==> config.mk <==
export PLATFORM = sky130hd
export DESIGN_NAME = imm_extend
export DESIGN_NICKNAME = d
export VERILOG_FILES = /design/src/hw/rv_ctrl_pkg.sv /design/src/hw/rv_isa_pkg.sv /design/src/hw/imm_extend.sv
export SDC_FILE = /design/constraint.sdc
export NUM_CORES = 1
export LEC_CHECK = 0
export BUFFER_PORTS_ARGS = -buffer_cell sky130_fd_sc_hd__buf_2
export CORE_AREA = 2 2 41 43
export DETAILED_ROUTE_END_ITERATION = 8
export DIE_AREA = 0 0 43 45
export MAX_ROUTING_LAYER = met4
export PLACE_DENSITY = 0.87
export SLEW_MARGIN = 20
export SYNTH_ARGS = -nofsm -noshare
export SYNTH_HDL_FRONTEND = slang
export SYNTH_SLANG_ARGS = --single-unit
==> constraint.sdc <==
create_clock -name vclk -period 1.45
set_input_delay 0.145 -clock vclk [all_inputs]
set_output_delay 0.145 -clock vclk [all_outputs]
set_load 0.005 [all_outputs]
==> src/hw/rv_ctrl_pkg.sv <==
package rv_ctrl_pkg;

    // alu operation, loads and stores form their address with ALU_ADD
    typedef enum logic [3:0] {
        ALU_ADD    = 4'b0000,
        ALU_SUB    = 4'b0001,
        ALU_AND    = 4'b0010,
        ALU_OR     = 4'b0011,
        ALU_XOR    = 4'b0100,
        ALU_SLT    = 4'b0101, // signed compare
        ALU_SLTU   = 4'b0110, // unsigned compare
        ALU_SRL    = 4'b0111,
        ALU_SLL    = 4'b1000,
        ALU_SRA    = 4'b1001,
        ALU_BEQ    = 4'b1010,
        ALU_PASSBJ = 4'b1011, // forward src_b, force branch_take
        ALU_ADDJ   = 4'b1100, // add, force branch_take
        ALU_BNE    = 4'b1101,
        ALU_BLT    = 4'b1110,
        ALU_BGE    = 4'b1111
    } alu_op_t;

    // immediate format for imm_extend
    typedef enum logic [2:0] {
        IMM_I = 3'b000,
        IMM_S = 3'b001,
        IMM_B = 3'b010,
        IMM_J = 3'b100
    } imm_src_t;

endpackage

==> src/hw/rv_isa_pkg.sv <==
package rv_isa_pkg;

    typedef logic [31:0] word_t;    // data or address word
    typedef logic [6:0]  opcode_t;  // instr[6:0]
    typedef logic [2:0]  funct3_t;  // instr[14:12]
    typedef logic [4:0]  reg_idx_t; // rs1, rs2, rd fields

    // major opcodes of the supported subset
    localparam opcode_t OP_R      = 7'b0110011; // register-register arithmetic
    localparam opcode_t OP_IMM    = 7'b0010011; // register-immediate arithmetic
    localparam opcode_t OP_LOAD   = 7'b0000011; // lb, lw
    localparam opcode_t OP_STORE  = 7'b0100011; // sb, sw
    localparam opcode_t OP_BRANCH = 7'b1100011; // beq, bne, blt, bge
    localparam opcode_t OP_JALR   = 7'b1100111;
    localparam opcode_t OP_JAL    = 7'b1101111;

    // funct3 for arithmetic
    localparam funct3_t F3_ADD_SUB = 3'b000;
    localparam funct3_t F3_SLL     = 3'b001;
    localparam funct3_t F3_SLT     = 3'b010;
    localparam funct3_t F3_SLTU    = 3'b011;
    localparam funct3_t F3_XOR     = 3'b100;
    localparam funct3_t F3_SRL_SRA = 3'b101;
    localparam funct3_t F3_OR      = 3'b110;
    localparam funct3_t F3_AND     = 3'b111;

    // funct3 for branches
    localparam funct3_t F3_BEQ = 3'b000;
    localparam funct3_t F3_BNE = 3'b001;
    localparam funct3_t F3_BLT = 3'b100;
    localparam funct3_t F3_BGE = 3'b101;

    // funct3 for loads and stores, bit 2 marks unsigned loads
    localparam funct3_t F3_BYTE = 3'b000;
    localparam funct3_t F3_WORD = 3'b010;

endpackage
==> src/hw/imm_extend.sv <==
`timescale 1ns/1ns

module imm_extend (
    input  rv_isa_pkg::word_t     instr_i,   // full instruction word
    input  rv_ctrl_pkg::imm_src_t imm_src_i, // format from control
    output rv_isa_pkg::word_t     imm_o      // sign-extended immediate
);

    always_comb begin
        case (imm_src_i)
            rv_ctrl_pkg::IMM_S: // store offset split around rd field
                imm_o = {{20{instr_i[31]}}, instr_i[31:25], instr_i[11:7]};
            rv_ctrl_pkg::IMM_B: // branch offset, halfword aligned
                imm_o = {{19{instr_i[31]}}, instr_i[31], instr_i[7],
                         instr_i[30:25], instr_i[11:8], 1'b0};
            rv_ctrl_pkg::IMM_J: // jal offset, halfword aligned
                imm_o = {{11{instr_i[31]}}, instr_i[31], instr_i[19:12],
                         instr_i[20], instr_i[30:21], 1'b0};
            default: // I format, also jalr and loads
                imm_o = {{20{instr_i[31]}}, instr_i[31:20]};
        endcase
    end

endmodule

# --- Word level (Yosys, flattened, before mapping) ---
# Index checks and enable logic that the tools add are counted.
word_totals:
  register_bits: 0
op_classes:
  n_mux: 1
  n_eq_ne: 3
op_table:
  columns: ["cell", "count"]
  rows:
  - ["$pmux W20 S3", 1]
  - ["$eq A3 B1 Y1 const B", 1]
  - ["$eq A3 B2 Y1 const B", 1]
  - ["$eq A3 B3 Y1 const B", 1]

# --- Depth between registers and ports, before layout ---
logic_depth:
  ltp_word: 2
  ltp_mapped: 5
  ltp_nobuf: 3

# --- Worst setup path before layout ---
# No wires, ideal clock.
synth_path:
  path_kind: "in2out"
  start: "input imm_src_i[0]"
  end: "output imm_o[1]"
  arrival_ns: 0.897
  path_stages: 4
  n_path_buf: 1
  setup_slack_ns: 0.408
  cell_sequence: "clkbuf_8 xnor2_2 nor2_4 mux2_2"
synth_via:
  elab_chain_cells: 2
  word_cells_on_any_way: 4
  cone_classes: "eq/ne (3); mux (1)"
synth_lines:
  columns: ["element", "line", "source"]
  rows:
  - ["start, declared", "imm_extend.sv:5", "input rv_ctrl_pkg::imm_src_t imm_src_i,"]
  - ["$eq A3 B3 Y1 (tied with other cells)", "imm_extend.sv:10", "case (imm_src_i)"]
  - ["$pmux W20 S3 *", "imm_extend.sv:10", null]
  - ["end, declared", "imm_extend.sv:6", "output rv_isa_pkg::word_t imm_o"]
# Every way passes the cells marked *; elsewhere a longest branch is shown, timed or not.

# --- Final worst setup path ---
layout_path:
  start: "input imm_src_i[0]"
  end: "output imm_o[4]"
# The elaborated chain is that of the path after synthesis.

==> flow_summary_export.csv <==
group,metric,value,unit
status,run_status,"completed",
timing,relSlewSlack,0.788,
die,fp-row-count,14,
clocking,cts_setup_buffers,0,
finish,clkbuf_count,0,
timing,fmax,0.813,GHz
timing,finalHoldViolations,0,
power_and_ir_drop,powerDensity,322,nW/um^2
die,fp.dieW,43,um
clocking,hold_buffers,0,
yosys,syn-instance-count,51,
yosys,ys_top_cells_by_count,"19 x buf_4, 8 x a31o_2, 3 x mux2_2",
finish,drive_gt1_frac,0.831,
yosys,yosysWarnings,0,
finish,fin_area,514,um^2
routing,via_per_inst,4.76,
timing,rsz0062_at_grt,"no",
routing,topRoutingLayerUsed,"met3",
timing,finalCritPeriodShare,0.848,
yosys,netlist_area,427,um^2
routing,route.met2.wl,541,um
yosys,yosysTopAreaCellShare,0.334,
finish,regArea,0,um^2
yosys,syn-num-nets,86,
placed_design,globalplace.congestion,0.635,
yosys,yosysTopAreaCell,"buf_4",
worst_setup_path,required,1310,ps
yosys,yosys-top-cells-area,"buf_4 33%, a31o_2 16%, mux2_2 7.9%, nor2_8 4.7%, xnor2_2 3.8%",
worst_setup_path,crit_path_start_kind,"primary input",
grt,grt_pass1_vias,370,
finish,diodes,0,
routing,route.layer.met1.wl,319,um
die,ios,67,
finish,syn_to_final_growth,20.5,%
hold_path,min-delay-start,"instr_i[26]",
power_and_ir_drop,irDropWorstVdd,0.0753,mV
timing,fin_tns_setup,0,ps
yosys,ys_seq_area_frac,0,
die,die-area,1940,um^2
hold_path,hold_path.class,"primary input to primary output",
grt,grt_pass1_wl,1370,um
worst_setup_path,criticalPathCategory,"primary input to primary output",
worst_setup_path,worstSetupEndpointType,"primary output",
grt,grt_util_all_layers,0.0897,
routing,drc,0,
grt,grt_start_max_net_pins,19,
worst_setup_path,worstPathMaxFanout,8,
die,core,1470,um^2
routing,ant_nets,0,
clocking,cts_repair_resize_count,0,
hold_path,hold_end,"imm_o[6]",
die,initial_core_util,0.290,
placed_design,portBuffers,48,
routing,wl_met3,128,um
routing,first_pass_iters,4,
timing,maxSlewViolCount,0,
yosys,syn_area_per_cell,8.37,um^2
grt,antenna_found_initial,0,
die,fp.dieH,45,um
finish,seq_cell_count,0,
routing,drt_wl_total,989,um
timing,period_minus_slack,1230,ps
placed_design,placed_area,514,um^2
worst_setup_path,arrival,1080,ps
routing,wire_per_inst,10.6,um
timing,setup_viol,0,
hold_path,hold_path_depth,0,
timing,tightest_slew,316,ps
grt,grt_overflow_total,0,
yosys,yosysMostFrequentCell,"buf_4",
routing,vias,443,
finish,fin_cells,93,
finish,layout.nets,114,
power_and_ir_drop,p_leak,0.289,nW
placed_design,dpl.cell_count,93,
yosys,ys_types,21,
finish,fillers,163,
flow_run,drv_cap,0,
routing,drt-initial-drc-count,6,
[where the power goes]
group          internal (mW)  switching (mW)
logic                 0.0918          0.0739
clock network              0               0
registers                  0               0
total                 0.0918          0.0739
[kinds of logic after synthesis]
| kind of cell | synth area share |
|---|---|
| buffers and inverters | 0.405 |
| muxes | 0.106 |
| AOI/OAI and AO/OA | 0.252 |
| xor gates and xnor gates | 0.0381 |
| and+or+nand+nor | 0.199 |
[through the flow]
step / hold slack [ps] / power (mW) / worst slack (ps) / utilization
finish: 290 / 0.166 / 220 / 0.349
global route: 290 / 0.182 / 172 / 0.349
floorplan: 371 / 0.129 / 408 / -
global placement: 290 / 0.163 / 234 / 0.349
detailed placement: 290 / 0.167 / 212 / 0.349
CTS: 290 / 0.168 / 211 / 0.349
[layer usage]
metal,vias up,track usage
li1,218,-
met1,194,0.0771
met2,31,0.209
met3,0,0.00800
met4,0,0.00606
met5,-,-
[layout make-up]
| class | count | area, um^2 | share of cell area |
|---|---|---|---|
| multi-input combinational | 29 | 254 | 0.494 |
| tap | 16 | 20.0 | 0.0389 |
| timing repair buffer | 48 | 240 | 0.467 |
[how the worst max path moves through the flow]
stage | startpoint | end | slack [ps]
after global routing | imm_src_i[0] | imm_o[1] | 170
after CTS | imm_src_i[0] | imm_o[4] | 210
after detailed placement | imm_src_i[0] | imm_o[4] | 210
after global placement | imm_src_i[0] | imm_o[1] | 230
final | imm_src_i[0] | imm_o[4] | 220
after floorplan | imm_src_i[0] | imm_o[1] | 410
[cells in the final DEF (no fill, tap or decap)]
cell type / instances
nor3b_1: 1
nor2_8: 1
nand3_1: 2
or3_1: 1
o21ai_0: 2
mux2_2: 3
nor2_4: 1
a21o_1: 1
nand2_1: 2
buf_2: 48
mux2_1: 1
and4bb_2: 1
nor2_1: 1
xnor2_2: 1
and2_1: 1
a31o_2: 8
a32oi_1: 1
a21boi_2: 1
[worst max-delay path, cell delays in order]
cell	delay, ps
buf_2	170
xnor2_2	160
nor2_4	140
mux2_2	340
buf_2	120
Power figures use the tool's default switching activity.
