[src/hw/rv_ctrl_pkg.sv]
package rv_ctrl_pkg;

    // alu operation, loads and stores form their address with ALU_ADD
    typedef enum logic [3:0] {
        ALU_ADD    = 4'b0000,
        ALU_SUB    = 4'b0001,
        ALU_AND    = 4'b0010,
        ALU_OR     = 4'b0011,
        ALU_XOR    = 4'b0100,
        ALU_SLT    = 4'b0101, // signed compare
        ALU_SLTU   = 4'b0110, // unsigned compare
        ALU_SRL    = 4'b0111,
        ALU_SLL    = 4'b1000,
        ALU_SRA    = 4'b1001,
        ALU_BEQ    = 4'b1010,
        ALU_PASSBJ = 4'b1011, // forward src_b, force branch_take
        ALU_ADDJ   = 4'b1100, // add, force branch_take
        ALU_BNE    = 4'b1101,
        ALU_BLT    = 4'b1110,
        ALU_BGE    = 4'b1111
    } alu_op_t;

    // immediate format for imm_extend
    typedef enum logic [2:0] {
        IMM_I = 3'b000,
        IMM_S = 3'b001,
        IMM_B = 3'b010,
        IMM_J = 3'b100
    } imm_src_t;

endpackage

[src/hw/rv_isa_pkg.sv]
package rv_isa_pkg;

    typedef logic [31:0] word_t;    // data or address word
    typedef logic [6:0]  opcode_t;  // instr[6:0]
    typedef logic [2:0]  funct3_t;  // instr[14:12]
    typedef logic [4:0]  reg_idx_t; // rs1, rs2, rd fields

    // major opcodes of the supported subset
    localparam opcode_t OP_R      = 7'b0110011; // register-register arithmetic
    localparam opcode_t OP_IMM    = 7'b0010011; // register-immediate arithmetic
    localparam opcode_t OP_LOAD   = 7'b0000011; // lb, lw
    localparam opcode_t OP_STORE  = 7'b0100011; // sb, sw
    localparam opcode_t OP_BRANCH = 7'b1100011; // beq, bne, blt, bge
    localparam opcode_t OP_JALR   = 7'b1100111;
    localparam opcode_t OP_JAL    = 7'b1101111;

    // funct3 for arithmetic
    localparam funct3_t F3_ADD_SUB = 3'b000;
    localparam funct3_t F3_SLL     = 3'b001;
    localparam funct3_t F3_SLT     = 3'b010;
    localparam funct3_t F3_SLTU    = 3'b011;
    localparam funct3_t F3_XOR     = 3'b100;
    localparam funct3_t F3_SRL_SRA = 3'b101;
    localparam funct3_t F3_OR      = 3'b110;
    localparam funct3_t F3_AND     = 3'b111;

    // funct3 for branches
    localparam funct3_t F3_BEQ = 3'b000;
    localparam funct3_t F3_BNE = 3'b001;
    localparam funct3_t F3_BLT = 3'b100;
    localparam funct3_t F3_BGE = 3'b101;

    // funct3 for loads and stores, bit 2 marks unsigned loads
    localparam funct3_t F3_BYTE = 3'b000;
    localparam funct3_t F3_WORD = 3'b010;

endpackage
[src/hw/control.sv]
`timescale 1ns/1ns

module control (
    input  rv_isa_pkg::opcode_t   op_i,           // instr[6:0]
    input  rv_isa_pkg::funct3_t   funct3_i,       // instr[14:12]
    input  logic                  funct7bit_i,    // instr[30]
    output logic                  mem_write_en_o, // store strobe
    output logic                  reg_write_en_o, // register write enable
    output rv_ctrl_pkg::alu_op_t  alu_ctrl_o,     // alu operation
    output logic                  alu_src_o,      // 1 selects imm as src_b
    output rv_ctrl_pkg::imm_src_t imm_src_o,      // immediate format
    output logic                  branch_src_o,   // lets branch_take move the pc
    output logic                  addr_select_o,  // 1 word, 0 byte access
    output logic                  result_src_o,   // 1 writes back ram data
    output logic                  jal_o,          // writes back pc + 4
    output logic                  jalr_o          // pc from alu result
);

    rv_ctrl_pkg::alu_op_t arith_op; // op for R and I arithmetic

    always_comb begin
        case (funct3_i)
            rv_isa_pkg::F3_ADD_SUB: // sub only exists as R-type
                arith_op = (funct7bit_i && op_i == rv_isa_pkg::OP_R) ?
                           rv_ctrl_pkg::ALU_SUB : rv_ctrl_pkg::ALU_ADD;
            rv_isa_pkg::F3_SLL:  arith_op = rv_ctrl_pkg::ALU_SLL;
            rv_isa_pkg::F3_SLT:  arith_op = rv_ctrl_pkg::ALU_SLT;
            rv_isa_pkg::F3_SLTU: arith_op = rv_ctrl_pkg::ALU_SLTU;
            rv_isa_pkg::F3_XOR:  arith_op = rv_ctrl_pkg::ALU_XOR;
            rv_isa_pkg::F3_SRL_SRA: // srai keeps bit 30 in its imm field
                arith_op = funct7bit_i ? rv_ctrl_pkg::ALU_SRA : rv_ctrl_pkg::ALU_SRL;
            rv_isa_pkg::F3_OR:   arith_op = rv_ctrl_pkg::ALU_OR;
            default:             arith_op = rv_ctrl_pkg::ALU_AND;
        endcase
    end

    always_comb begin
        mem_write_en_o = 1'b0; // unknown opcodes fall through as nop
        reg_write_en_o = 1'b0;
        alu_ctrl_o     = rv_ctrl_pkg::ALU_ADD;
        alu_src_o      = 1'b0;
        imm_src_o      = rv_ctrl_pkg::IMM_I;
        branch_src_o   = 1'b0;
        addr_select_o  = (funct3_i == rv_isa_pkg::F3_WORD); // lw/sw vs lb/sb
        result_src_o   = 1'b0;
        jal_o          = 1'b0;
        jalr_o         = 1'b0;
        case (op_i)
            rv_isa_pkg::OP_R: begin
                reg_write_en_o = 1'b1;
                alu_ctrl_o     = arith_op;
            end
            rv_isa_pkg::OP_IMM: begin
                reg_write_en_o = 1'b1;
                alu_src_o      = 1'b1;
                alu_ctrl_o     = arith_op;
            end
            rv_isa_pkg::OP_LOAD: begin
                reg_write_en_o = 1'b1;
                alu_src_o      = 1'b1; // rs1 + imm address
                result_src_o   = 1'b1;
            end
            rv_isa_pkg::OP_STORE: begin
                mem_write_en_o = 1'b1;
                alu_src_o      = 1'b1;
                imm_src_o      = rv_ctrl_pkg::IMM_S;
            end
            rv_isa_pkg::OP_BRANCH: begin
                imm_src_o    = rv_ctrl_pkg::IMM_B;
                branch_src_o = 1'b1;
                case (funct3_i)
                    rv_isa_pkg::F3_BEQ: alu_ctrl_o = rv_ctrl_pkg::ALU_BEQ;
                    rv_isa_pkg::F3_BNE: alu_ctrl_o = rv_ctrl_pkg::ALU_BNE;
                    rv_isa_pkg::F3_BLT: alu_ctrl_o = rv_ctrl_pkg::ALU_BLT;
                    rv_isa_pkg::F3_BGE: alu_ctrl_o = rv_ctrl_pkg::ALU_BGE;
                    default: branch_src_o = 1'b0; // bltu/bgeu never taken
                endcase
            end
            rv_isa_pkg::OP_JAL: begin
                reg_write_en_o = 1'b1;
                alu_src_o      = 1'b1;
                imm_src_o      = rv_ctrl_pkg::IMM_J;
                branch_src_o   = 1'b1; // pc + imm
                jal_o          = 1'b1;
                alu_ctrl_o     = rv_ctrl_pkg::ALU_PASSBJ; // only branch_take used
            end
            rv_isa_pkg::OP_JALR: begin
                reg_write_en_o = 1'b1;
                alu_src_o      = 1'b1;
                branch_src_o   = 1'b1;
                jal_o          = 1'b1; // link address
                jalr_o         = 1'b1;
                alu_ctrl_o     = rv_ctrl_pkg::ALU_ADDJ; // rs1 + imm target
            end
            default: ;
        endcase
    end

endmodule

[config.mk]
export PLATFORM = sky130hd
export DESIGN_NAME = control
export DESIGN_NICKNAME = d
export VERILOG_FILES = /design/src/hw/rv_ctrl_pkg.sv /design/src/hw/rv_isa_pkg.sv /design/src/hw/control.sv
export SDC_FILE = /design/constraint.sdc
export NUM_CORES = 1
export LEC_CHECK = 0
export BUFFER_PORTS_ARGS = -buffer_cell sky130_fd_sc_hd__buf_2
export CORE_AREA = 2 2 39 41
export DETAILED_ROUTE_END_ITERATION = 7
export DIE_AREA = 0 0 41 43
export GPL_TIMING_DRIVEN = 1
export PLACE_DENSITY = 0.52
export SYNTH_ARGS = -nofsm -noshare
export SYNTH_HDL_FRONTEND = slang
export SYNTH_SLANG_ARGS = --single-unit
[constraint.sdc]
create_clock -name vclk -period 3.1
set_clock_uncertainty 0.2 [all_clocks]
set_input_delay 0.155 -clock vclk [all_inputs]
set_output_delay 0.155 -clock vclk [all_outputs]
set_load 0.02 [all_outputs]
; ---- Word-level counts from Yosys, hierarchy flattened
; Index checks and enable logic that the tools add are counted.
[op_classes]
n_eq_ne = 13
mux = 14
n_reduce_logical = 7
[ops]
columns = op, n
row1 = one-hot mux 4 bit (4 select lines), 2
row2 = one-hot mux 4 bit (7 select lines), 1
row3 = equality test 7 bit (second input constant), 3
row4 = equality test 7 x 6 -> 1 bit (second input constant), 2
row5 = OR reduction 5 bit, 2
row6 = equality test 3 bit (second input constant), 3
row7 = one-hot mux 3 bit (3 select lines), 1
row8 = 2-to-1 mux 1 bit, 8
row9 = equality test 7 x 2 -> 1 bit (second input constant), 1
row10 = equality test 7 x 5 -> 1 bit (second input constant), 1
row11 = equality test 3 x 2 -> 1 bit (second input constant), 2
row12 = 2-to-1 mux 4 bit, 1
row13 = OR reduction 2 bit, 2
row14 = OR reduction 4 bit, 1
row15 = equality test 3 x 1 -> 1 bit (second input constant), 1
row16 = zero test 3 bit, 1
row17 = one-hot mux 1 bit (2 select lines), 1
row18 = logical AND 1 bit, 1
[word_totals]
register_bits = 0
in_bits = 11
output_inout_bits = 15

; ---- Logic depth before layout (Yosys ltp)
; Gate-level depths: netlist (run 1).
[depth]
depth_word = 5
mapped_depth = 5
ltp_nobuf = 5

; ---- Least setup slack after synthesis (run 1)
; Ideal clock, no wire load.
[synth_timing]
path_kind = input-to-output
startpoint = input op_i[1]
endpoint = output alu_ctrl_o[3]
t_arrival_ps = 1279
path_slack_ps = 1466
path_stages = 4
path_cell_list = nand3_1 -> or4_4 -> o21ai_2 -> o21bai_1
[synth_between]
elab_chain_len = 3
word_cells_on_any_way = 7
classes_between = eq/ne (5) / mux (1) / reduce/logical (1)
[synth_rtl]
columns = item, line_no
row1 = start: declaration, control.sv:4  ; input rv_isa_pkg::opcode_t op_i,
row2 = equality test 7 x 6 -> 1 bit or equality test 7 x 5 -> 1 bit (tied branches), control.sv:48  ; case (op_i)
row3 = OR reduction 2 bit (no source line), n/a
row4 = one-hot mux 4 bit (4 select lines) (*), control.sv:48
row5 = end: declaration, control.sv:9  ; output rv_ctrl_pkg::alu_op_t alu_ctrl_o,
; Every way passes the cells marked *; elsewhere a longest branch is shown, timed or not.

; ---- Final worst setup path (run 1)
[layout_timing]
startpoint = input op_i[1]
endpoint = output alu_ctrl_o[1]
; The elaborated chain is that of the path after synthesis.

==> results of run 1 <==
==> stage by stage <==
| step | worst slack (ns) | power (mW) | util (%) | hold WS (ns) |
|---|---|---|---|---|
| floorplan | 1.466 | 0.01893 | - | 0.1931 |
| global placement | 1.405 | 0.03256 | 29.20 | 0.4109 |
| detailed placement | 1.394 | 0.03277 | 29.20 | 0.4203 |
| CTS | 1.397 | 0.03291 | 29.20 | 0.4206 |
| global route | 1.316 | 0.03570 | 29.20 | 0.4321 |
| finish | 1.407 | 0.03263 | 29.20 | 0.4173 |
==> power by group <==
part           switching, mW  internal [mW]  total (mW)
Sequential                 0              0           0
Clock                      0              0           0
Combinational         0.0190         0.0136      0.0326
==> final timing paths <==
kind	end	slack [ns]	cells after the start
max	alu_ctrl_o[1]	1.41	5
min	result_src_o	0.42	3
==> cells in the mapped netlist <==
library cell	count	area share, %
nand2_1	4	5.7
and2_1	2	4.8
nand3_1	2	3.8
o21bai_1	2	5.7
and3_1	1	2.4
o221ai_1	1	3.3
or4_4	1	4.3
o31ai_1	1	2.9
or3_1	2	4.8
inv_1	5	7.2
a21o_1	1	2.9
a31o_2	1	3.3
nand2b_1	1	2.4
nor3_1	3	5.7
nand2b_4	1	5.3
o21ai_2	1	3.3
o311ai_2	1	6.2
a211o_1	1	3.3
o21ai_0	3	5.7
a21oi_1	1	1.9
nor2b_1	2	4.8
nor2_1	5	7.2
clkbuf_1	2	2.9
==> kinds of logic (layout without fill, tap and decap cells) <==
family	count (synthesis)	after routing	share of synthesized area, %
AND/OR/NAND/NOR	24	24	51.19
AO/OA/AOI/OAI	13	13	38.76
buffers and inverters	7	31	10.05
==> area by class of cell <==
cell class	count	area, um^2
multi-input combinational	37	235.2
timing repair buffer	26	130.1
fill	161	979.7
tap	16	20.02
inverter	5	18.77
==> critical path: cells and delay by family <==
kind            cells  cell delay [ns]
simple gates        2             0.65
buf+inv             2             0.28
compound gates      1             0.25
==> routing by layer <==
layer | wire, um | global-route usage [%] | up-vias
met5 | 0 | 0 | -
met4 | 0 | 0 | 0
met3 | 85 | 0.5236 | 0
met2 | 363 | 14.37 | 19
met1 | 367 | 11.71 | 155
li1 | - | - | 207
==> out/metrics.yaml, run 1 <==
critical_path:
  crit_start: "op_i[1]"
  arrival_ns: 1.34
  path_max_fanout: 5
  crit_top_cell: "buf_2"
  crit_type: "in2out"
  endpoint_kind: "output port"
  slowest_delay_ns: 0.54
  slowest_stage: "or4_4"
  crit_chain: "buf_2 -> nand3_1 -> or4_4 -> o311ai_2 -> buf_2"
  start_kind: "primary input"
  worst_ep_required_time_ns: 2.74
floorplanning:
  core_area_um2: 1384
  fp.dieArea_um2: 1763
  fp.dieW_um: 41
  rows: 14
  die_y_um: 43
  initial_utilization_pct: 18.90
  ioPinCount: 26
routing:
  drt-pass1-iter-count: 3
  drc_errors: 0
  viasPerCell: 4.536
  wl_per_cell_um: 9.714
  drtIter0Drc: 6
  antenna_left: 0
  vias: 381
  totalWireLength_um: 816
cells_and_area:
  num_antenna_cells: 0
  syn_to_final_growth_pct: 54.55
  fin_area_um2: 404.1
  drive_gt1_share_pct: 45.59
  nets: 81
  final_common_cell: "buf_2"
  seq_cell_count: 0
  final_cell_mix: "buf_2 (26), inv_1 (5), nor2_1 (5), nand2_1 (4)"
  clockBufferCount: 0
  seq_area_um2: 0
  final_cells: 84
worst_hold_path:
  hold_start: "op_i[4]"
  min_path_type: "in2out"
timing:
  tns_ns: 0
  setup_viol: 0
  hold_violations: 0
  maxSlewHeadroom_pct: 79.63
  rsz0062_at_grt: "false"
  fmax_mhz: 590.8
  fin_crit_sh_pct: 54.60
  min_period_ns: 1.693
  drv_slew: 0
  worst_slew_pin_slew_ns: 0.3032
cts:
  postCtsSetupBuffers: 0
  ctsHoldBuffers: 0
  cts_resized: 0
synthesis:
  ys_types: 23
  syn-num-nets: 55
  synthCells: 44
  postSynthAreaPerCell_um2: 5.943
  netlist_area_um2: 261.5
  synth-warning-count: 0
  ys_seq_area_share_pct: 0
placement:
  hpwl_um: 710
  placed_cell_area_um2: 404.1
  dp_cells: 84
  routabilityCongestion: 0.7045
  portBuffers: 26
grt:
  grt_max_degree: 11
  track_usage_pct: 8.392
  grt_remaining_overflow: 0
  grt_pass1_wl_mm: 1.138
  grt_pass1_vias: 301
  antenna_found_initial: 0
power_and_ir_drop:
  ir_drop_mv: 0.03504
  powerDensity_nw_per_um2: 80.75
  p_leak_nw: 0.2544
job:
  drv_cap: 0
status:
  outcome: "completed"
Note: power is estimated with default switching activity, not from simulation.
==> run 2, diff against run 1 <==
- ABC_AREA: default -> 1
- PLACE_DENSITY: 0.52 -> 0.57
- clock period: 3.1 -> 1.6 ns (I/O delays scaled with it)
==> run 2 against run 1 <==
Core utilization grew 4.4 points. Via count grew 22%. Final cell count grew 32%. Critical path type unchanged. Critical endpoint is now alu_ctrl_o[0]. Largest power group unchanged.
==> out/metrics.yaml, run 2 <==
cells_and_area:
  final_util_pct: 33.63  # +4.4 points
  final_cell_mix: "buf_2 (26), nand2_1 (22), inv_1 (15), nor2_1 (10), nand3_1 (7)"
  multiInputGateArea_um2: 255.2  # +8.5%
  seq_area_um2: 0  # unchanged
  drive_gt1_share_pct: 35.79  # -9.8 points
  seq_cell_count: 0  # unchanged
  syn_to_final_growth_pct: 47.62
  clockBufferCount: 0  # unchanged
  num_antenna_cells: 0  # unchanged
  nets: 108  # +33%
  nFillCells: 179  # +11%
  final_common_cell: "buf_2"
routing:
  antenna_left: 0  # unchanged
  totalWireLength_um: 868  # +6.4%
  drtIter0Drc: 5  # -1
  vias: 463  # +22%
  drt-pass1-iter-count: 4  # +1
  viasPerCell: 4.171  # -8.0%
  drc_errors: 0  # unchanged
  wl_per_cell_um: 7.820  # -20%
grt:
  grt_pass1_wl_mm: 1.297  # +14%
  grt_max_degree: 7  # -4
  grt_remaining_overflow: 0  # unchanged
  grt_pass1_vias: 323  # +7.3%
  antenna_found_initial: 0  # unchanged
  track_usage_pct: 9.690  # +1.3 points
synthesis:
  synth_mux_area_share_pct: 0  # unchanged
  synth_top_family_by_area: "simple AND/OR/NAND/NOR gates"
  synth-warning-count: 0  # unchanged
  ys_types: 14  # -39%
  synthCells: 69  # +57%
  synth.most_common_cell: "nand2_1"
  ys_seq_area_share_pct: 0  # unchanged
  netlist_area_um2: 315.3  # +21%
  yosys.area_share.simple_pct: 73.81  # +23 points
  synth_xor_area_share_pct: 0  # unchanged
  yosys-top-cells-area: "nand2_1 (26%), inv_1 (18%), nor2_1 (12%)"
  synthAdderAreaFrac_pct: 0  # unchanged
  synth_top_area_cell: "nand2_1"
  postSynthAreaPerCell_um2: 4.570  # -23%
  syn-num-nets: 80  # +45%
  synth_compound_area_share_pct: 7.143  # -32 points
  synth_top_area_share_pct: 26.19  # +19 points
  synth_common_cells: "nand2_1 (22), inv_1 (15), nor2_1 (10)"
worst_hold_path:
  min_path_cells: 4  # +1
  min_path_type: "in2out"
critical_path:
  endpoint_kind: "output port"
  worst_ep_required_time_ns: 1.32  # -1.42 ns
  slowest_delay_ns: 0.16  # -0.38 ns
  crit_type: "in2out"
  path_max_fanout: 4  # -1
  slowest_stage: "o21bai_1"
  crit_chain: "buf_2 -> nand2_1 -> inv_1 -> nand3_1 -> o21bai_1 -> nand2_1 -> nand2_1 -> buf_2"
  crit_start: "op_i[1]"
  arrival_ns: 0.93  # -0.41 ns
  crit_top_cell: "nand2_1"
  start_kind: "primary input"
  critPathCapture: "alu_ctrl_o[0]"
timing:
  hold_violations: 0  # unchanged
  whs_ns: 0.3544  # -0.06293 ns
  worst_slew_pin_slew_ns: 0.1823  # -0.1209 ns
  maxSlewHeadroom_pct: 87.82  # +8.2 points
  fmax_mhz: 824.1
  setup_viol: 0  # unchanged
  fin_crit_sh_pct: 75.84
  drv_slew: 0  # unchanged
  min_period_ns: 1.213
  rsz0062_at_grt: "false"
  tns_ns: 0  # unchanged
floorplanning:
  fp.dieW_um: 41  # unchanged
  ioPinCount: 26  # unchanged
  core_area_um2: 1384  # unchanged
  die_y_um: 43  # unchanged
  rows: 14  # unchanged
  initial_utilization_pct: 22.78  # +3.9 points
  fp.dieArea_um2: 1763  # unchanged
power_and_ir_drop:
  total_power_uw: 72.43  # +120%
  p_leak_nw: 0.3549  # +39%
  powerDensity_nw_per_um2: 155.6  # +93%
  ir_drop_mv: 0.06919  # +97%
placement:
  hpwl_um: 778.9  # +9.7%
  portBuffers: 26  # unchanged
  routabilityCongestion: 0.8840  # +25%
cts:
  cts_resized: 0  # unchanged
  postCtsSetupBuffers: 0  # unchanged
  ctsHoldBuffers: 0  # unchanged
job:
  drv_cap: 0  # unchanged
status:
  outcome: "completed"
run 2: changes by cell type after synthesis, sizes merged, moves of 2 or more:
cell / previous run / this run
or3: 2 / 0
nand2: 4 / 24
nor2: 5 / 13
clkbuf: 2 / 0
inv: 5 / 16
nor2b: 2 / 0
nand2b: 2 / 0
nand3: 2 / 9
and2: 2 / 0
o21ai: 4 / 2
run 2: cell families (layout without fill, tap and decap cells):
kind of cell	count (synthesis)	in the layout
compound gates	4	4
buf+inv	16	42
simple gates	49	49
run 2: cell type report:
type / count / share of cell area, %
multi-input cells: 53 / 54.84
repair buffers: 26 / 27.96
well taps: 16 / 4.301
inverters: 16 / 12.90
run 2: per-stage QoR:
step	cells	setup slack (ns)	instance area, um^2
final	111	0.3866	465.4
after floorplan	69	0.4524	315.3
after detailed placement	111	0.3866	465.4
after global routing	111	0.2675	465.4
after global placement	111	0.3922	465.4
after CTS	111	0.3800	465.4
run 2: routing by layer:
metal | global-route usage (%) | part of all wire, %
met1 | 17.41 | 48
met2 | 13.13 | 46
met3 | 0 | 6.0
met4 | 0 | 0
met5 | 0 | 0
run 2: worst min-delay path by stage:
| stage | start | end | slack, ns |
|---|---|---|---|
| after floorplan | op_i[3] | imm_src_o[1] | 0.11 |
| after global placement | op_i[5] | mem_write_en_o | 0.35 |
| after detailed placement | op_i[5] | imm_src_o[0] | 0.35 |
| after CTS | op_i[5] | imm_src_o[0] | 0.36 |
| after global routing | op_i[5] | imm_src_o[0] | 0.38 |
| final | op_i[5] | imm_src_o[0] | 0.35 |
run 2: critical path, delay by kind of cell:
kind	cells	cell delay (ns)
AOI/OAI and AO/OA	1	0.16
buffers and inverters	3	0.36
and+or+nand+nor	4	0.34
run 2: power by group:
part,switching (mW),leakage [nW],internal (mW)
logic,0.0463,0.355,0.0262
clock network,0,0,0
registers,0,0,0
total,0.0463,0.355,0.0262
==> run 3, diff against run 2 <==
- PLACE_DENSITY: 0.57 -> 0.59
- clock period: 1.6 -> 1.1 ns (I/O delays scaled with it)
==> run 3 against run 2 <==
Total power rose by 71%. Design area rose by 17%. Global-route usage rose by 0.40 points. Non-clock buffer count rose by 2. Highest routed layer unchanged. Critical path type unchanged.
==> out/metrics.yaml, run 3 (synthesized netlist as in run 2, its figures left out) <==
cells_and_area:
  final_util_pct: 39.33  # +5.7 points
  clockBufferCount: 0  # unchanged
  final_cell_mix: "nand2_1 (20), buf_2 (20), inv_1 (12), nor2_1 (9), buf_6 (5)"
  num_antenna_cells: 0  # unchanged
  fin_area_um2: 544.3  # +17%
  seq_area_um2: 0  # unchanged
  drive_gt1_share_pct: 46.39  # +11 points
  syn_to_final_growth_pct: 72.62
  seq_cell_count: 0  # unchanged
  nets: 110  # +1.9%
power_and_ir_drop:
  total_power_uw: 124.0  # +71%
  powerDensity_nw_per_um2: 227.8  # +46%
  ir_drop_mv: 0.1048  # +52%
  p_leak_nw: 0.3821  # +7.7%
routing:
  vias: 494  # +6.7%
  viasPerCell: 4.372  # +4.8%
  drt-pass1-iter-count: 4  # unchanged
  antenna_left: 0  # unchanged
  wl_per_cell_um: 8.106  # +3.7%
  drc_errors: 0  # unchanged
  drtIter0Drc: 10  # +5
  totalWireLength_um: 916  # +5.5%
critical_path:
  crit_type: "in2out"
  arrival_ns: 0.84  # -0.09 ns
  endpoint_kind: "output port"
  crit_top_cell: "buf_6"
  slowest_delay_ns: 0.16  # about the same
  worst_ep_required_time_ns: 0.84  # -0.48 ns
  slowest_stage: "nand4_1"
  crit_chain: "buf_6 -> nor2_4 -> nand4_1 -> inv_1 -> nand2_1 -> nand3_2 -> buf_6"
  start_kind: "primary input"
  path_max_fanout: 4  # unchanged
  critPathCapture: "alu_ctrl_o[2]"
  crit_start: "op_i[2]"
timing:
  maxSlewHeadroom_pct: 87.56  # -0.25 points
  setup_viol: 0  # unchanged
  fin_crit_sh_pct: 99.55
  worst_slew_pin_slew_ns: 0.1851  # +0.002835 ns
  rsz0062_at_grt: "true"
  drv_slew: 0  # unchanged
  hold_violations: 0  # unchanged
  min_period_ns: 1.095
  fmax_mhz: 913.2
  setup_ws_ns: 0.004920  # -0.3817 ns
placement:
  placed_cell_area_um2: 480.5  # +3.2%
  dp_slack_ns: -0.03374  # -0.4204 ns
  portBuffers: 26  # unchanged
  routabilityCongestion: 0.8596  # -2.8%
  hpwl_um: 773.9  # -0.64%
grt:
  antenna_found_initial: 0  # unchanged
  grt_pass1_wl_mm: 1.366  # +5.3%
  grt_remaining_overflow: 0  # unchanged
  grt_max_degree: 7  # unchanged
  track_usage_pct: 10.09  # +0.40 points
  grt_pass1_vias: 352  # +9.0%
status:
  outcome: "completed"
worst_hold_path:
  min_path_type: "in2out"
  hold_start: "op_i[3]"
job:
  drv_cap: 0  # unchanged
floorplanning:
  core_area_um2: 1384  # unchanged
  rows: 14  # unchanged
  die_y_um: 43  # unchanged
  initial_utilization_pct: 22.78  # unchanged
  fp.dieArea_um2: 1763  # unchanged
  ioPinCount: 26  # unchanged
  fp.dieW_um: 41  # unchanged
cts:
  postCtsSetupBuffers: 0  # unchanged
  ctsHoldBuffers: 0  # unchanged
## run 3: per-layer routing
layer / track usage [%] / routed length [um]
met2: 15.31 / 435
met5: 0 / 0
met1: 16.46 / 431
met3: 0 / 49
met4: 0 / 0
## run 3: critical path: cells and delay by family
kind	cells	cell delay, ns
simple gates	4	0.45
buf+inv	3	0.34
## run 3: worst min-delay path by stage
| stage | endpoint | slack [ns] | cells past startpoint |
|---|---|---|---|
| floorplan | imm_src_o[1] | 0.06 | 3 |
| global placement | mem_write_en_o | 0.30 | 4 |
| detailed placement | mem_write_en_o | 0.30 | 4 |
| CTS | mem_write_en_o | 0.30 | 4 |
| global route | result_src_o | 0.33 | 5 |
| finish | result_src_o | 0.30 | 5 |
## run 3: area by class of cell
type                       count  area, um^2
timing repair buffer          28       178.9
tap                           16       20.02
multi-input combinational     53       285.3
inverter                      16       60.06
fill                         168       839.6
## run 3: per-stage QoR
stage / TNS, ns / hold slack [ns] / cells
5_1_grt: -0.3226 / 0.3346 / 113
3_3_place_gp: -0.09405 / 0.2971 / 113
4_1_cts: -0.01137 / 0.3018 / 113
2_1_floorplan: 0 / 0.05779 / 69
6_report: 0 / 0.2991 / 113
3_5_place_dp: -0.1426 / 0.3003 / 113
## run 3: repair_timing
item | CTS | global route
pin swaps | 5 | 2
gates resized for setup | 15 | 5
endpoints found under the setup margin | 6 | 9
## run 3: power breakdown
| part | switching, mW | total, mW | internal (mW) |
|---|---|---|---|
| combinational | 0.0744 | 0.124 | 0.0496 |
| clock | 0 | 0 | 0 |
| sequential | 0 | 0 | 0 |
