===== config.mk =====
export PLATFORM = sky130hd
export DESIGN_NAME = pc_unit
export DESIGN_NICKNAME = d
export VERILOG_FILES = /design/src/hw/rv_isa_pkg.sv /design/src/hw/pc_unit.sv
export SDC_FILE = /design/constraint.sdc
export NUM_CORES = 1
export LEC_CHECK = 0
export BUFFER_PORTS_ARGS = -buffer_cell sky130_fd_sc_hd__buf_2
export CAP_MARGIN = 10
export CORE_UTILIZATION = 45
export CTS_BUF_LIST = sky130_fd_sc_hd__clkbuf_4 sky130_fd_sc_hd__clkbuf_8 sky130_fd_sc_hd__clkbuf_16
export DETAILED_ROUTE_END_ITERATION = 8
export GPL_ROUTABILITY_DRIVEN = 0
export HOLD_SLACK_MARGIN = 0.03
export PLACE_DENSITY = 0.86
export REMOVE_ABC_BUFFERS = 1
export SKIP_LAST_GASP = 1
export SLEW_MARGIN = 20
export SYNTH_ARGS = -nofsm -noshare
export SYNTH_HDL_FRONTEND = slang
export SYNTH_SLANG_ARGS = --single-unit

===== constraint.sdc =====
create_clock -name clk_i -period 2.5 [get_ports clk_i]
set_input_delay 0.125 -clock clk_i [delete_from_list [all_inputs] [get_ports clk_i]]
set_output_delay 0.125 -clock clk_i [all_outputs]
set_load 0.1 [all_outputs]

===== src/hw/rv_isa_pkg.sv =====
package rv_isa_pkg;

    typedef logic [31:0] word_t;    // data or address word
    typedef logic [6:0]  opcode_t;  // instr[6:0]
    typedef logic [2:0]  funct3_t;  // instr[14:12]
    typedef logic [4:0]  reg_idx_t; // rs1, rs2, rd fields

    // major opcodes of the supported subset
    localparam opcode_t OP_R      = 7'b0110011; // register-register arithmetic
    localparam opcode_t OP_IMM    = 7'b0010011; // register-immediate arithmetic
    localparam opcode_t OP_LOAD   = 7'b0000011; // lb, lw
    localparam opcode_t OP_STORE  = 7'b0100011; // sb, sw
    localparam opcode_t OP_BRANCH = 7'b1100011; // beq, bne, blt, bge
    localparam opcode_t OP_JALR   = 7'b1100111;
    localparam opcode_t OP_JAL    = 7'b1101111;

    // funct3 for arithmetic
    localparam funct3_t F3_ADD_SUB = 3'b000;
    localparam funct3_t F3_SLL     = 3'b001;
    localparam funct3_t F3_SLT     = 3'b010;
    localparam funct3_t F3_SLTU    = 3'b011;
    localparam funct3_t F3_XOR     = 3'b100;
    localparam funct3_t F3_SRL_SRA = 3'b101;
    localparam funct3_t F3_OR      = 3'b110;
    localparam funct3_t F3_AND     = 3'b111;

    // funct3 for branches
    localparam funct3_t F3_BEQ = 3'b000;
    localparam funct3_t F3_BNE = 3'b001;
    localparam funct3_t F3_BLT = 3'b100;
    localparam funct3_t F3_BGE = 3'b101;

    // funct3 for loads and stores, bit 2 marks unsigned loads
    localparam funct3_t F3_BYTE = 3'b000;
    localparam funct3_t F3_WORD = 3'b010;

endpackage

===== src/hw/pc_unit.sv =====
`timescale 1ns/1ns

module pc_unit (
    input  logic              clk_i,
    input  logic              rst_n_i,       // async, active low
    input  logic              branch_src_i,  // branch or jal in flight
    input  logic              branch_take_i, // condition from alu
    input  logic              jalr_i,        // target from alu
    input  rv_isa_pkg::word_t imm_i,         // pc-relative offset
    input  rv_isa_pkg::word_t alu_result_i,  // jalr target
    output rv_isa_pkg::word_t pc_o,          // current pc
    output rv_isa_pkg::word_t pc_plus4_o     // link / sequential address
);

    rv_isa_pkg::word_t pc_next;

    assign pc_plus4_o = pc_o + 32'd4;

    always_comb begin
        if (jalr_i) begin
            pc_next = {alu_result_i[31:1], 1'b0}; // lsb cleared per spec
        end else if (branch_src_i && branch_take_i) begin
            pc_next = pc_o + imm_i;
        end else begin
            pc_next = pc_plus4_o;
        end
    end

    always_ff @(posedge clk_i or negedge rst_n_i) begin
        if (!rst_n_i) begin
            pc_o <= '0; // fetch starts at 0
        end else begin
            pc_o <= pc_next;
        end
    end

endmodule


* Yosys cells after proc, flatten, opt, wreduce, memory -nomap -nowiden
Index checks and enable logic that the tools add are counted.
Storage, ports and cells: register bits 32, input port bits 69, output and inout port bits 64, logic and storage cells 6
Operators by class: $add $sub $neg 2, mux-type cells 2, reductions and logical operators 1
Operator list (count):
- 32-bit 2-to-1 mux | 2
- 32-bit by 3-bit adder with 32-bit output (second input constant) | 1
- 32-bit adder | 1
- 1-bit logical AND | 1

* Longest topological paths before layout
Gate-level depths: netlist of the first run.
word-level depth 3, depth in mapped cells 11, depth with buffers taken out 11

* Worst setup path before layout of the first run
No wires, ideal clock.
path kind register -> register, start register pc_o[7], end register pc_o[28], setup time 0.084 ns, arrival time 4.075 ns, required time 2.416 ns, slack -1.659 ns, cell stages (with the launch flop) 8, buffers on the path 0, period minus slack after synthesis 4.159 ns, cells stage by stage dfrtp_1 -> and4_1 -> nand3_2 -> nor4_2 -> nand3_1 -> xnor2_1 -> o22ai_1 -> a21oi_1
Between the ends: cells in the longest elaborated chain, start to end 3, elaborated cells between the ends (all ways) 4, those cells by class add/sub (2); mux (2)
RTL lines:
- start: declaration | line pc_unit.sv:11 | output rv_isa_pkg::word_t pc_o,
- start signal: assignment | line pc_unit.sv:33 | pc_o <= pc_next;
- 32-bit by 3-bit adder with 32-bit output | line pc_unit.sv:17 | assign pc_plus4_o = pc_o + 32'd4;
- named net pc_plus4_o[28] | line pc_unit.sv:12 | output rv_isa_pkg::word_t pc_plus4_o
- 32-bit 2-to-1 mux | line pc_unit.sv:22 | end else if (branch_src_i && branch_take_i) begin
- 32-bit 2-to-1 mux | line pc_unit.sv:20 | if (jalr_i) begin
- named net pc_next[28] | line pc_unit.sv:15 | rv_isa_pkg::word_t pc_next;
The timed path passes the listed nets, and every way through them passes these cells.

* Worst setup path after layout of the first run
start register pc_o[2], end output pc_plus4_o[28]
Between the ends: cells in the longest elaborated chain, start to end 1
RTL lines (line):
- 32-bit by 3-bit adder with 32-bit output | pc_unit.sv:17
- end: declaration | pc_unit.sv:12
No other way between the ends.

==> run summary, run 1 <==
The die span in x is 93.33 µm. The peak clock frequency supported by timing is 402.3 MHz, and the layout overhead on the synthesized area is 40.23%. The number of flip-flops in the largest register is 32. Setup repair after global routing could not meet its margin everywhere. The final routed wirelength across all metal layers was 13,760 µm. For the cell area after technology mapping, the log shows 0.003754 mm².

The logs give 0.6674 for the utilization after layout and 0 for the antenna diode count. For the count of final max-slew check failures, the log shows 0. The final period utilization was 0.9943. The tools report the total clock buffers created by CTS as 5.

Synthesis produced a netlist whose cell count is 479. For the overall routing resource usage, the log shows 0.3021. In the synthesized netlist the dominant register cell turns out to be sky130_fd_sc_hd__dfrtp_1. The number of levels in the clock H-tree was 2; the height of the die was 93.33 µm.

The compound-gate portion of the synthesized area is 0.2830. In this run the deepest clock path goes through 2 buffers. The tools report the clock root buffer as sky130_fd_sc_hd__clkbuf_8. The critical path endpoint category is an output port. Max-cap violations in this run came to 0.

The core region is 0.007888 mm². In this run the static leakage power is 2.445 nW. Synthesis inferred 32 register bits. The worst setup path is launched from a flip-flop.

The number of search-and-repair iterations in the first detailed-routing pass was 8. The share of post-route cells with drive strength above 1 is 0.3642, and the total power draw is 4.207 mW. Yosys mapped a number of flops with a built-in enable equal to 0. The tools report the critical path arrival as 2.36 ns. Dividing the synthesized area by the synthesized cell count gives 7.836 µm². For the worst slew margin relative to its limit, the log shows 0.4632.

Input and output buffers added on the ports amount to 131. For the number of antenna violations at the first check in global routing, the log shows 0. For the number of top-level design ports, the log shows 133. The tools report the count of warnings emitted by yosys as 0. In the final layout, the registers with the most flip-flops are pc_o x32. The path type of the worst min-delay path is primary input to flip-flop. For the pin with the worst max-slew slack, the measured transition is 0.8051 ns. The async set or reset register ratio after synthesis was 1.000; the peak fanout along the critical path was 6.

Global-route congestion overflow total: 0. The tools report the DRC violations left as 0. The required time of the critical path was 2.38 ns. The routed layout has 4,661 vias. For the worst-skew pair, the clock arrives at the later sink with an insertion delay of 0.30 ns. The clock net in this run drives a total of 32 sinks. The number of rows created at floorplan was 32. The share of the synthesized area in the top cell type was 0.2133. TritonCTS built the clock tree. By area the synthesized netlist is led by sky130_fd_sc_hd__dfrtp_1, sky130_fd_sc_hd__ha_1, sky130_fd_sc_hd__xnor2_1.

Xor/xnor share of the synthesized area: 0.1213. Main combinational cell family by area after synthesis: compound AO/OA/AOI/OAI gates. The tools report the area of the die as 0.008710 mm².

The post-synthesis share of cell area spent on and, or, nand and nor gates was 0.2077. Power spread over the standard cell area amounts to 799.3 mW/mm². The detailed router finished its first iteration with 553 violations.

The register with the most flip-flops in the final layout is pc_o. Placed wire-length estimate: 10,000 µm. The global-route wire length before repair was 20,600 µm; the average detailed-routed wire length per instance was 18.62 µm.

Yosys mapped the design onto 67 distinct sky130hd cell types. Via count of the first global-routing pass: 4,362. The clock edge transition at the registers on the reported setup and hold paths was 0.08 ns; the initial cell density of the core was 0.4759. Summing all multi-input logic gate instances after layout gives 0.002975 mm². For the number of nets with antenna violations after detailed routing, the log shows 0.

IR analysis of the VDD net gives a maximum drop of 0.0004253 V. The multiplexer fraction of the synthesized cell area was 0.01667; the worst-case clock skew was 0.01175 ns. For the number of setup violations in the final report, the log shows 0. The worst setup path is of the flip-flop to output port kind.

The net count of the finished layout is 738. Fill cells in the final layout number 620. The minimum clock period was 2.486 ns.

The tools report the number of failing hold endpoints at the final stage as 0. Dividing the detail-routed via count by the number of cells gives 6.307. The flow ran to the end, and the final reports show no timing, DRC or antenna violations. The synthesized design spends more area on one cell type than any other, namely sky130_fd_sc_hd__dfrtp_1.

Entering global routing, the biggest net connects 33 pins. The post-synthesis share of cell area spent on full adders, half adders and majority gates was 0.1120. For the register area, the log shows 800.8 µm². Fraction of the yosys area taken by sequential cells: 0.2133.
placed cells by master (no fill, tap or decap), drive strengths merged, types with 5 or more instances in the layout:
cell type | synthesis | layout
nor2 | 28 | 28
buf | 6 | 165
clkbuf | 13 | 7
nand4 | 12 | 12
o22ai | 12 | 12
and2 | 5 | 5
nand2 | 49 | 49
o21ai | 32 | 32
xor2 | 17 | 17
inv | 22 | 22
ha | 32 | 32
a31oi | 6 | 6
nand3 | 26 | 26
o21a | 11 | 11
a21o | 10 | 10
a211oi | 5 | 5
and3 | 11 | 11
o211ai | 6 | 6
dfrtp | 32 | 32
xnor2 | 35 | 35
a21oi | 53 | 53
critical path, cell delays in order, from the launching register on:
cell and delay, ns:
sky130_fd_sc_hd__dfrtp_1 0.36, sky130_fd_sc_hd__buf_4 0.14, sky130_fd_sc_hd__ha_2 0.22, sky130_fd_sc_hd__nand4_1 0.16, sky130_fd_sc_hd__buf_4 0.20, sky130_fd_sc_hd__nor4_4 0.35
sky130_fd_sc_hd__nand3_2 0.18, sky130_fd_sc_hd__xnor2_4 0.25, sky130_fd_sc_hd__buf_12 0.20
what timing repair did:
action / CTS / global route
buffers inserted: 0 / 4
cloned: 0 / 0
hold buffers: 1 / 2
pin swaps: 1 / 12
hold endpoints to repair: 32 / 2
gates resized for setup: 5 / 34
endpoints found under the setup margin: 6 / 31
worst paths after layout:
kind / from / end / slack [ns] / depth (start not counted)
worst max-delay path: pc_o[2] / pc_plus4_o[28] / 0.01 / 8
worst min-delay path: alu_result_i[12] / pc_o[12] / 0.03 / 2
worst max register to register: pc_o[1] / pc_o[21] / 0.06 / 9
worst min register to register: pc_o[1] / pc_o[1] / 0.66 / 2
max in group asynchronous: rst_n_i / pc_o[3] / 1.54 / 2
min in group asynchronous: rst_n_i / pc_o[25] / 0.45 / 2
kinds of logic after synthesis:
logic type,after synthesis
simple gates,155
mux,6
xor+xnor,52
flops,32
compound gates,160
fa+ha+maj,33
buf+inv,41
synth_stat cells (all sizes together) (4+ instances only):
cell type / number
xor2: 17
o21ai: 32
nor4: 4
nand2: 49
and2: 5
clkbuf: 13
o21a: 11
nor3: 4
mux2i: 4
nor2b: 4
o211ai: 6
a31oi: 6
and3: 11
ha: 32
inv: 22
o22ai: 12
o21bai: 4
a21oi: 53
buf: 6
nor2: 28
nand3: 26
xnor2: 35
nand4: 12
a21o: 10
dfrtp: 32
a211oi: 5
o31ai: 4
layer usage:
layer  wire length (µm)  up-vias  track usage
li1                   -     2076            -
met1               5275     2134       0.3890
met2               6265      370       0.4896
met3               1584       81      0.06667
met4                633        0       0.1205
met5                  0        -            0
stage by stage:
step	instances	instance area, µm²	setup WS, ns	TNS (ns)	hold WS, ns
4_1_cts	733	5036	-0.06806	-0.1502	0.03667
5_1_grt	739	5264	-0.07977	-0.2093	0.03559
2_1_floorplan	460	3664	-1.659	-67.43	-0.1706
3_5_place_dp	724	4890	-0.09183	-0.09970	0.2467
3_3_place_gp	724	4890	0.08539	0	0.2312
6_report	739	5264	0.01424	0	0.02990
power breakdown:
part / switching, mW / internal, mW
Clock: 0.233 / 0.307
Sequential: 0.0980 / 0.589
Combinational: 2.12 / 0.858
layout make-up:
| cell class | instances | share of cell area |
|---|---|---|
| clock inverter | 2 | 0.006656 |
| timing repair buffer | 169 | 0.2215 |
| multi-input combinational | 406 | 0.5652 |
| tap | 102 | 0.02425 |
| clock buffer | 6 | 0.01450 |
| sequential | 32 | 0.1521 |
| inverter | 22 | 0.01569 |
No activity file was read; power rests on OpenSTA's default activity.
==> run 2: changes to the inputs <==
--- a/config.mk
+++ b/config.mk
@@ -12,7 +12,8 @@
 export DETAILED_ROUTE_END_ITERATION = 8
 export GPL_ROUTABILITY_DRIVEN = 0
 export HOLD_SLACK_MARGIN = 0.03
-export PLACE_DENSITY = 0.86
+export MAX_ROUTING_LAYER = met4
+export PLACE_DENSITY = 0.83
 export REMOVE_ABC_BUFFERS = 1
 export SKIP_LAST_GASP = 1
 export SLEW_MARGIN = 20
==> constraint.sdc (replaced) <==
create_clock -name clk_i -period 2.9 [get_ports clk_i]
set_input_delay 0.145 -clock clk_i [delete_from_list [all_inputs] [get_ports clk_i]]
set_output_delay 0.145 -clock clk_i [all_outputs]
set_load 0.1 [all_outputs]
==> run 2 against run 1 <==
Compared with the run above:
- largest power group unchanged
- critical endpoint unchanged
- largest cell class unchanged
- clock power down 27%
- die area unchanged
- power down 22%
- hold slack better by 0.016 ns
- setup slack better by 0.15 ns
- first-iteration DRC count down 38%
==> run summary, run 2 (same netlist as run 1, synthesis figures left out) <==
The flow ran to the end, and the final reports show no timing, DRC or antenna violations. In this run the critical register-to-register path is launched from pc_o[3]. The count of buffers added on input and output ports is 131. The antenna diode count is 0. The run gives 0.693 as the combinational fraction of design power. For the total area of multi-input combinational cells, the log shows 0.002786 mm².

From left edge to right edge, the die measures 93.33 µm. The core region is 0.007888 mm². The routed layout has 4,255 vias. Dividing the detail-routed via count by the number of cells gives 6.010.

Setup repair after global routing left no endpoint under its margin. After layout, the worst setup slack is 0.1603 ns. The final routed wirelength across all metal layers is 12,320 µm.

The first global-routing pass estimated 19,440 µm of wire. After global routing the overflow that remains totals 0. The run gives 0.008710 mm² as the area of the die. The tools report the net switching component of the power as 2.013 mW. On the final layout, the worst clock skew is 0.002873 ns. The run gives 0.2917 as the overall routing resource usage.

The final period utilization came out at 0.9447. The clock passes through at most 2 buffers. The run gives 0.2606 ns as the post-place setup slack. The die is 93.33 µm tall. The count of final max-slew check failures came out at 0.

The transition time at the pin with the least slew margin works out to 0.8054 ns. The clock network power share is 0.121, and the switching portion of total power is 0.6169. For the maximum number of pins on one net before global-route repair, the log shows 33. Tracing the worst setup path back leads to its startpoint at pc_o[13].

The clock root buffer is sky130_fd_sc_hd__clkbuf_8. Register area: 800.8 µm². The part of the power in registers was 0.186. For the number of failing hold endpoints at the final stage, the log shows 0. The number of setup violations in the final report was 0; the share of post-route cells with drive strength above 1 was 0.2904. The total clock buffers created by CTS was 5; the peak clock frequency supported by timing was 365.0 MHz.

The leakage power is 2.113 nW, and the layout filler cell count is 744. Critical path arrival: 2.59 ns. The power density normalized to cell area was 709.3 mW/mm²; the maximum vdd drop was 0.0003945 V. The first detailed-routing pass ran for 5 iterations. TritonCTS built the clock tree. The logs give 0 for the number of antenna violations at the first check in global routing and 0 for the DRC violations left. The detail route stage leaves a number of antenna-violating nets equal to 0.

The register with the most flip-flops in the layout has 32 of them. The tree built by TritonCTS fans out to 32 sinks. The number of nets at the end of the flow was 707; the minimum clock period was 2.740 ns.

More flip-flops sit in one register than any other, and that register is pc_o. The worst hold path begins at alu_result_i[6]. In this run the worst hold path is classified as primary input to flip-flop. The design draws 3.263 mW. The internal power summed over all cells was 1.250 mW; the required time of the critical path was 2.76 ns. The run gives 4,159 as the via count of the first global-routing pass. Row generation in the floorplan step produced 32 rows. The run gives 0.4631 as the worst slew margin relative to its limit. The critical path endpoint category is an output port.

In the layout the commonest cells are sky130_fd_sc_hd__buf_2, sky130_fd_sc_hd__nand2_1, sky130_fd_sc_hd__a21oi_1. Hold timing on the final database bottoms out at a slack of 0.04600 ns. The placed wire-length estimate is 9386 µm, and the number of levels in the clock H-tree is 2.

The initial cell density of the core was 0.4759. The nature of the critical path startpoint was a flip-flop. Across the run, the number of max-cap violations was 0. The largest registers in the layout are pc_o x32.

Leaving out fill and tap cells, the most frequent cell in the layout is sky130_fd_sc_hd__buf_2. The peak fanout along the critical path works out to 7. The starting DRC count in detailed routing is 341, and the clock latency on the worst-skew pair is 0.30 ns. The area growth from synthesis to layout is 22.57%. Dividing the detail-routed wire length by the instance count gives 17.40 µm.

The worst setup path is of the flip-flop to output port kind. The number of top-level design ports is 133. The clock edge transition at the registers on the reported setup and hold paths works out to 0.08 ns.
-- run 2: stage by stage --
| stage | TNS, ns | util | std cells | cell area [µm²] |
|---|---|---|---|---|
| floorplan | -44.52 | - | 460 | 3664 |
| global placement | 0 | 0.5695 | 699 | 4492 |
| detailed placement | 0 | 0.5695 | 699 | 4492 |
| CTS | 0 | 0.5825 | 708 | 4594 |
| global route | 0 | 0.5833 | 708 | 4601 |
| finish | 0 | 0.5833 | 708 | 4601 |
-- run 2: power groups by stage --
stage	combinational [mW]	clock, mW	sequential [mW]
after floorplan	1.35	0	1.07
after global placement	2.19	0	0.610
after detailed placement	2.23	0	0.614
after CTS	2.24	0.390	0.605
after global routing	2.38	0.410	0.618
final	2.26	0.394	0.607
-- run 2: final timing paths --
| kind | end | cells past startpoint | slack, ns |
|---|---|---|---|
| max | pc_plus4_o[28] | 6 | 0.16 |
| min | pc_o[6] | 2 | 0.05 |
| max reg2reg | pc_o[29] | 9 | 0.22 |
| min reg2reg | pc_o[0] | 2 | 0.58 |
| max in group asynchronous | pc_o[2] | 2 | 1.92 |
| min in group asynchronous | pc_o[22] | 2 | 0.47 |
-- run 2: final cells by class --
class	count	area share
Clock buffer	6	0.01795
Timing Repair Buffer	138	0.1545
Clock inverter	2	0.002176
Sequential cell	32	0.1741
Inverter	22	0.01795
Tap cell	102	0.02774
Multi-Input combinational cell	406	0.6057
-- run 2: metal layers --
metal | GRT usage | vias up | part of all wire
li1 | - | 2004 | -
met1 | 0.3603 | 1973 | 0.42
met2 | 0.4700 | 228 | 0.45
met3 | 0.04715 | 50 | 0.087
met4 | 0.1295 | 0 | 0.036
met5 | - | - | 0
-- run 2: timing repair --
item                                    4_1_cts  5_1_grt
buffers inserted                              0        0
hold endpoints to repair                     32        0
hold buffers                                  1        0
endpoints found under the setup margin        0        5
resized for setup                             0        2
-- run 2: worst max-delay path, stage by stage (launching register included) --
cell	delay, ns
sky130_fd_sc_hd__dfrtp_1	0.50
sky130_fd_sc_hd__and4_1	0.30
sky130_fd_sc_hd__nand3_1	0.18
sky130_fd_sc_hd__nor4_2	0.51
sky130_fd_sc_hd__nand3_1	0.16
sky130_fd_sc_hd__xnor2_1	0.20
sky130_fd_sc_hd__buf_2	0.46
==> run 3: changes to the inputs <==
--- a/config.mk
+++ b/config.mk
@@ -14,7 +14,6 @@
 export HOLD_SLACK_MARGIN = 0.03
 export MAX_ROUTING_LAYER = met4
 export PLACE_DENSITY = 0.83
-export REMOVE_ABC_BUFFERS = 1
 export SKIP_LAST_GASP = 1
 export SLEW_MARGIN = 20
 export SYNTH_ARGS = -nofsm -noshare
==> run 3 against run 2 <==
Compared with the run above:
- fmax increased by 0.43%
- sequential power grew 7.9%
- routed wire length shrank 0.38%
- count of clock-buffer cells in the layout is 1 lower
- combinational power increased by 3%
- final cell count down 0.14%
- final area up 8.1%
- sequential share of layout area down 0.75 points
- setup slack gained 0.012 ns
==> run summary, run 3 (same netlist as run 1, synthesis figures left out) <==
Counting every sink on the clock net gives 32. Once layout is done, the placed cells without fillers occupy 0.004972 mm². The clock period could shrink to 2.728 ns. The critical path endpoint category was a flip-flop.

The layout has 674 filler cells. The final layout contains routed wiring with a total length of 12,270 µm. The layout overhead on the synthesized area is 32.47%. The sequential cells in the finished layout cover a total of 828.3 µm².

The run gives 698 as the post-placement cell count. The die span in x is 93.33 µm, and the global-route wire length before repair is 20,060 µm. The core region is 0.007888 mm². Hold timing on the final database bottoms out at a slack of 0.03702 ns.

The share of post-route cells with drive strength above 1 is 0.3653, and the average detailed-routed wire length per instance is 17.36 µm. Number of buffers inserted by post-CTS setup repair: 0. Setup repair after global routing left no endpoint under its margin. The number of nets at the end of the flow was 706. More flip-flops sit in one register than any other, and that register is pc_o. Number of top-level design ports: 133.

The worst setup path is of the flip-flop to flip-flop kind. In this run the most critical hold path is launched from alu_result_i[11]. The die covers 0.008710 mm².

In this run the clock root is driven by a sky130_fd_sc_hd__clkbuf_8. The register with the most flip-flops in the layout has 32 of them. TritonCTS created 5 clock buffers. After clock tree synthesis, the clock-pin slew on the worst setup and hold paths is 0.09 ns.

The logs give 33 for the maximum number of pins on one net before global-route repair and 0.003117 mm² for the total area of multi-input combinational cells. The top cell types in the final layout, fill and taps aside, are sky130_fd_sc_hd__buf_2, sky130_fd_sc_hd__nand2_1, sky130_fd_sc_hd__a21oi_1. Summed over all cells, the static leakage comes to 2.257 nW. Traced cell by cell, the critical path runs through ha_1 -> inv_1 -> fa_1 -> nand2b_1 -> a21oi_1 -> o21ai_1 -> o211ai_2 -> a41oi_2 -> o21a_2 -> mux2i_1 -> nor4_1. The run gives 4,034 as the via count of the first global-routing pass.

The largest registers in the layout are pc_o x32. 0 antenna diodes ended up in the layout. TritonCTS built the clock tree. Summed over all layers, the global routing overflow is 0. The most common library cell in the layout ignoring fill and taps was sky130_fd_sc_hd__buf_2.

The critical path starts at pc_o[0]. The run gives 3.09 ns as the required time of the critical path. The worst hold path belongs to the class primary input to flip-flop. Summed over all nets, the half-perimeter wirelength after detailed placement is 9550 µm. The run gives 0 as the number of nets with antenna violations after detailed routing. The number of antenna violations at the first check in global routing came out at 0.

For this run, design rule violations remaining after detail routing come to 0. Setup violations remaining at the end of the flow were counted as 0. The initial cell density of the core came out at 0.4759.

The tools report the count of final max-slew check failures as 0. The logs give 366.6 MHz for the peak clock frequency supported by timing and 0 for the reported max-cap violation count. During placement, the flow inserted port buffers numbering 131. The maximum vdd drop was 0.0004237 V; the number of levels in the clock H-tree was 2. The first routing iteration left 333 violations.

For the worst setup path, the data arrival time is 2.92 ns. The count of cells in the finished layout, fillers not included, comes to 707. Among all stages on the critical path, the largest delay is contributed by sky130_fd_sc_hd__dfrtp_2. Along the worst path, the maximum fanout reaches 4. The run gives 5 as the number of search-and-repair iterations in the first detailed-routing pass.

The final period utilization came out at 0.9407. Power spread over the standard cell area amounts to 690.8 mW/mm². Using the TritonRoute via totals, the vias-per-cell ratio works out to 6.020. The worst setup path is launched from a flip-flop. The detailed router placed 4,256 vias in this run.

The final-layout setup total negative slack is 0 ns. The clock arrives with 0.01093 ns of skew. The number of rows created at floorplan is 32, and the peak per-stage delay on the critical path is 0.39 ns. For the clock latency on the worst-skew pair, the log shows 0.30 ns. In this run the critical register-to-register path is launched from pc_o[0]. Standard cell area after detailed placement: 0.004846 mm². For the number of nets produced by synthesis, the log shows 581.

Worst slew margin relative to its limit: 0.4698. The flow ran to the end, and the final reports show no timing, DRC or antenna violations. The buffer levels on the longest clock path is 2. The tools report the overall routing resource usage as 0.3001.

From bottom edge to top edge, the die measures 93.33 µm. Number of failing hold endpoints at the final stage: 0. The transition time at the pin with the least slew margin works out to 0.7953 ns.
==> run 3: cell types whose count changed in the layout (fill, tap and decap cells not counted), sizes merged <==
cell and change:
buf -2, bufinv +1, clkinv -1, clkinvlp +1
==> run 3: final timing paths <==
| check | endpoint | slack (ns) | cells after the start |
|---|---|---|---|
| worst min register to register | pc_o[0] | 0.59 | 2 |
| worst min-delay path | pc_o[11] | 0.04 | 2 |
| worst max-delay path | pc_o[30] | 0.17 | 11 |
| worst max register to register | pc_o[30] | 0.17 | 11 |
| max in group asynchronous | pc_o[13] | 1.87 | 2 |
| min in group asynchronous | pc_o[11] | 0.47 | 2 |
==> run 3: critical path, delay by kind of cell, from the launching register on <==
kind,cells,cell delay [ns]
AO/OA/AOI/OAI,5,1.04
adder cells (fa/ha/maj),2,0.54
AND/OR/NAND/NOR,2,0.48
flip-flops,1,0.39
multiplexers,1,0.12
buffers and inverters,1,0.06
==> run 3: final cells by class <==
type,count,share of cell area
multi-input cells,406,0.6268
flip-flops and latches,32,0.1666
repair buffers,137,0.1419
inverters,22,0.01661
clock buffers,5,0.01384
clock inverters,3,0.008556
well taps,102,0.02567
==> run 3: what timing repair did <==
item / CTS / global route
resized for setup: 0 / 2
hold buffers: 1 / 0
hold endpoints to repair: 32 / 0
setup endpoints to repair: 0 / 6
==> run 3: routing by layer <==
layer	routed length, µm	vias up	global-route usage	share of wire
met1	5291	1996	0.4061	0.43
met5	0	-	-	0
met3	1049	31	0.04553	0.085
li1	-	2002	-	-
met4	334	0	0.09487	0.027
met2	5593	227	0.4620	0.46
==> run 3: through the flow <==
| stage | setup slack [ns] | power, mW | utilization |
|---|---|---|---|
| 3_3_place_gp | 0.3197 | 2.915 | 0.6144 |
| 2_1_floorplan | -0.1787 | 2.543 | - |
| 5_1_grt | 0.0009339 | 3.597 | 0.6304 |
| 4_1_cts | 0.09557 | 3.413 | 0.6298 |
| 3_5_place_dp | 0.1909 | 2.947 | 0.6144 |
| 6_report | 0.1720 | 3.435 | 0.6304 |
==> run 3: power by group <==
part / switching [mW] / leakage [nW] / total, mW / internal (mW)
clock network: 0.203 / 0.0541 / 0.457 / 0.255
logic: 1.71 / 1.86 / 2.32 / 0.609
registers: 0.139 / 0.346 / 0.655 / 0.516
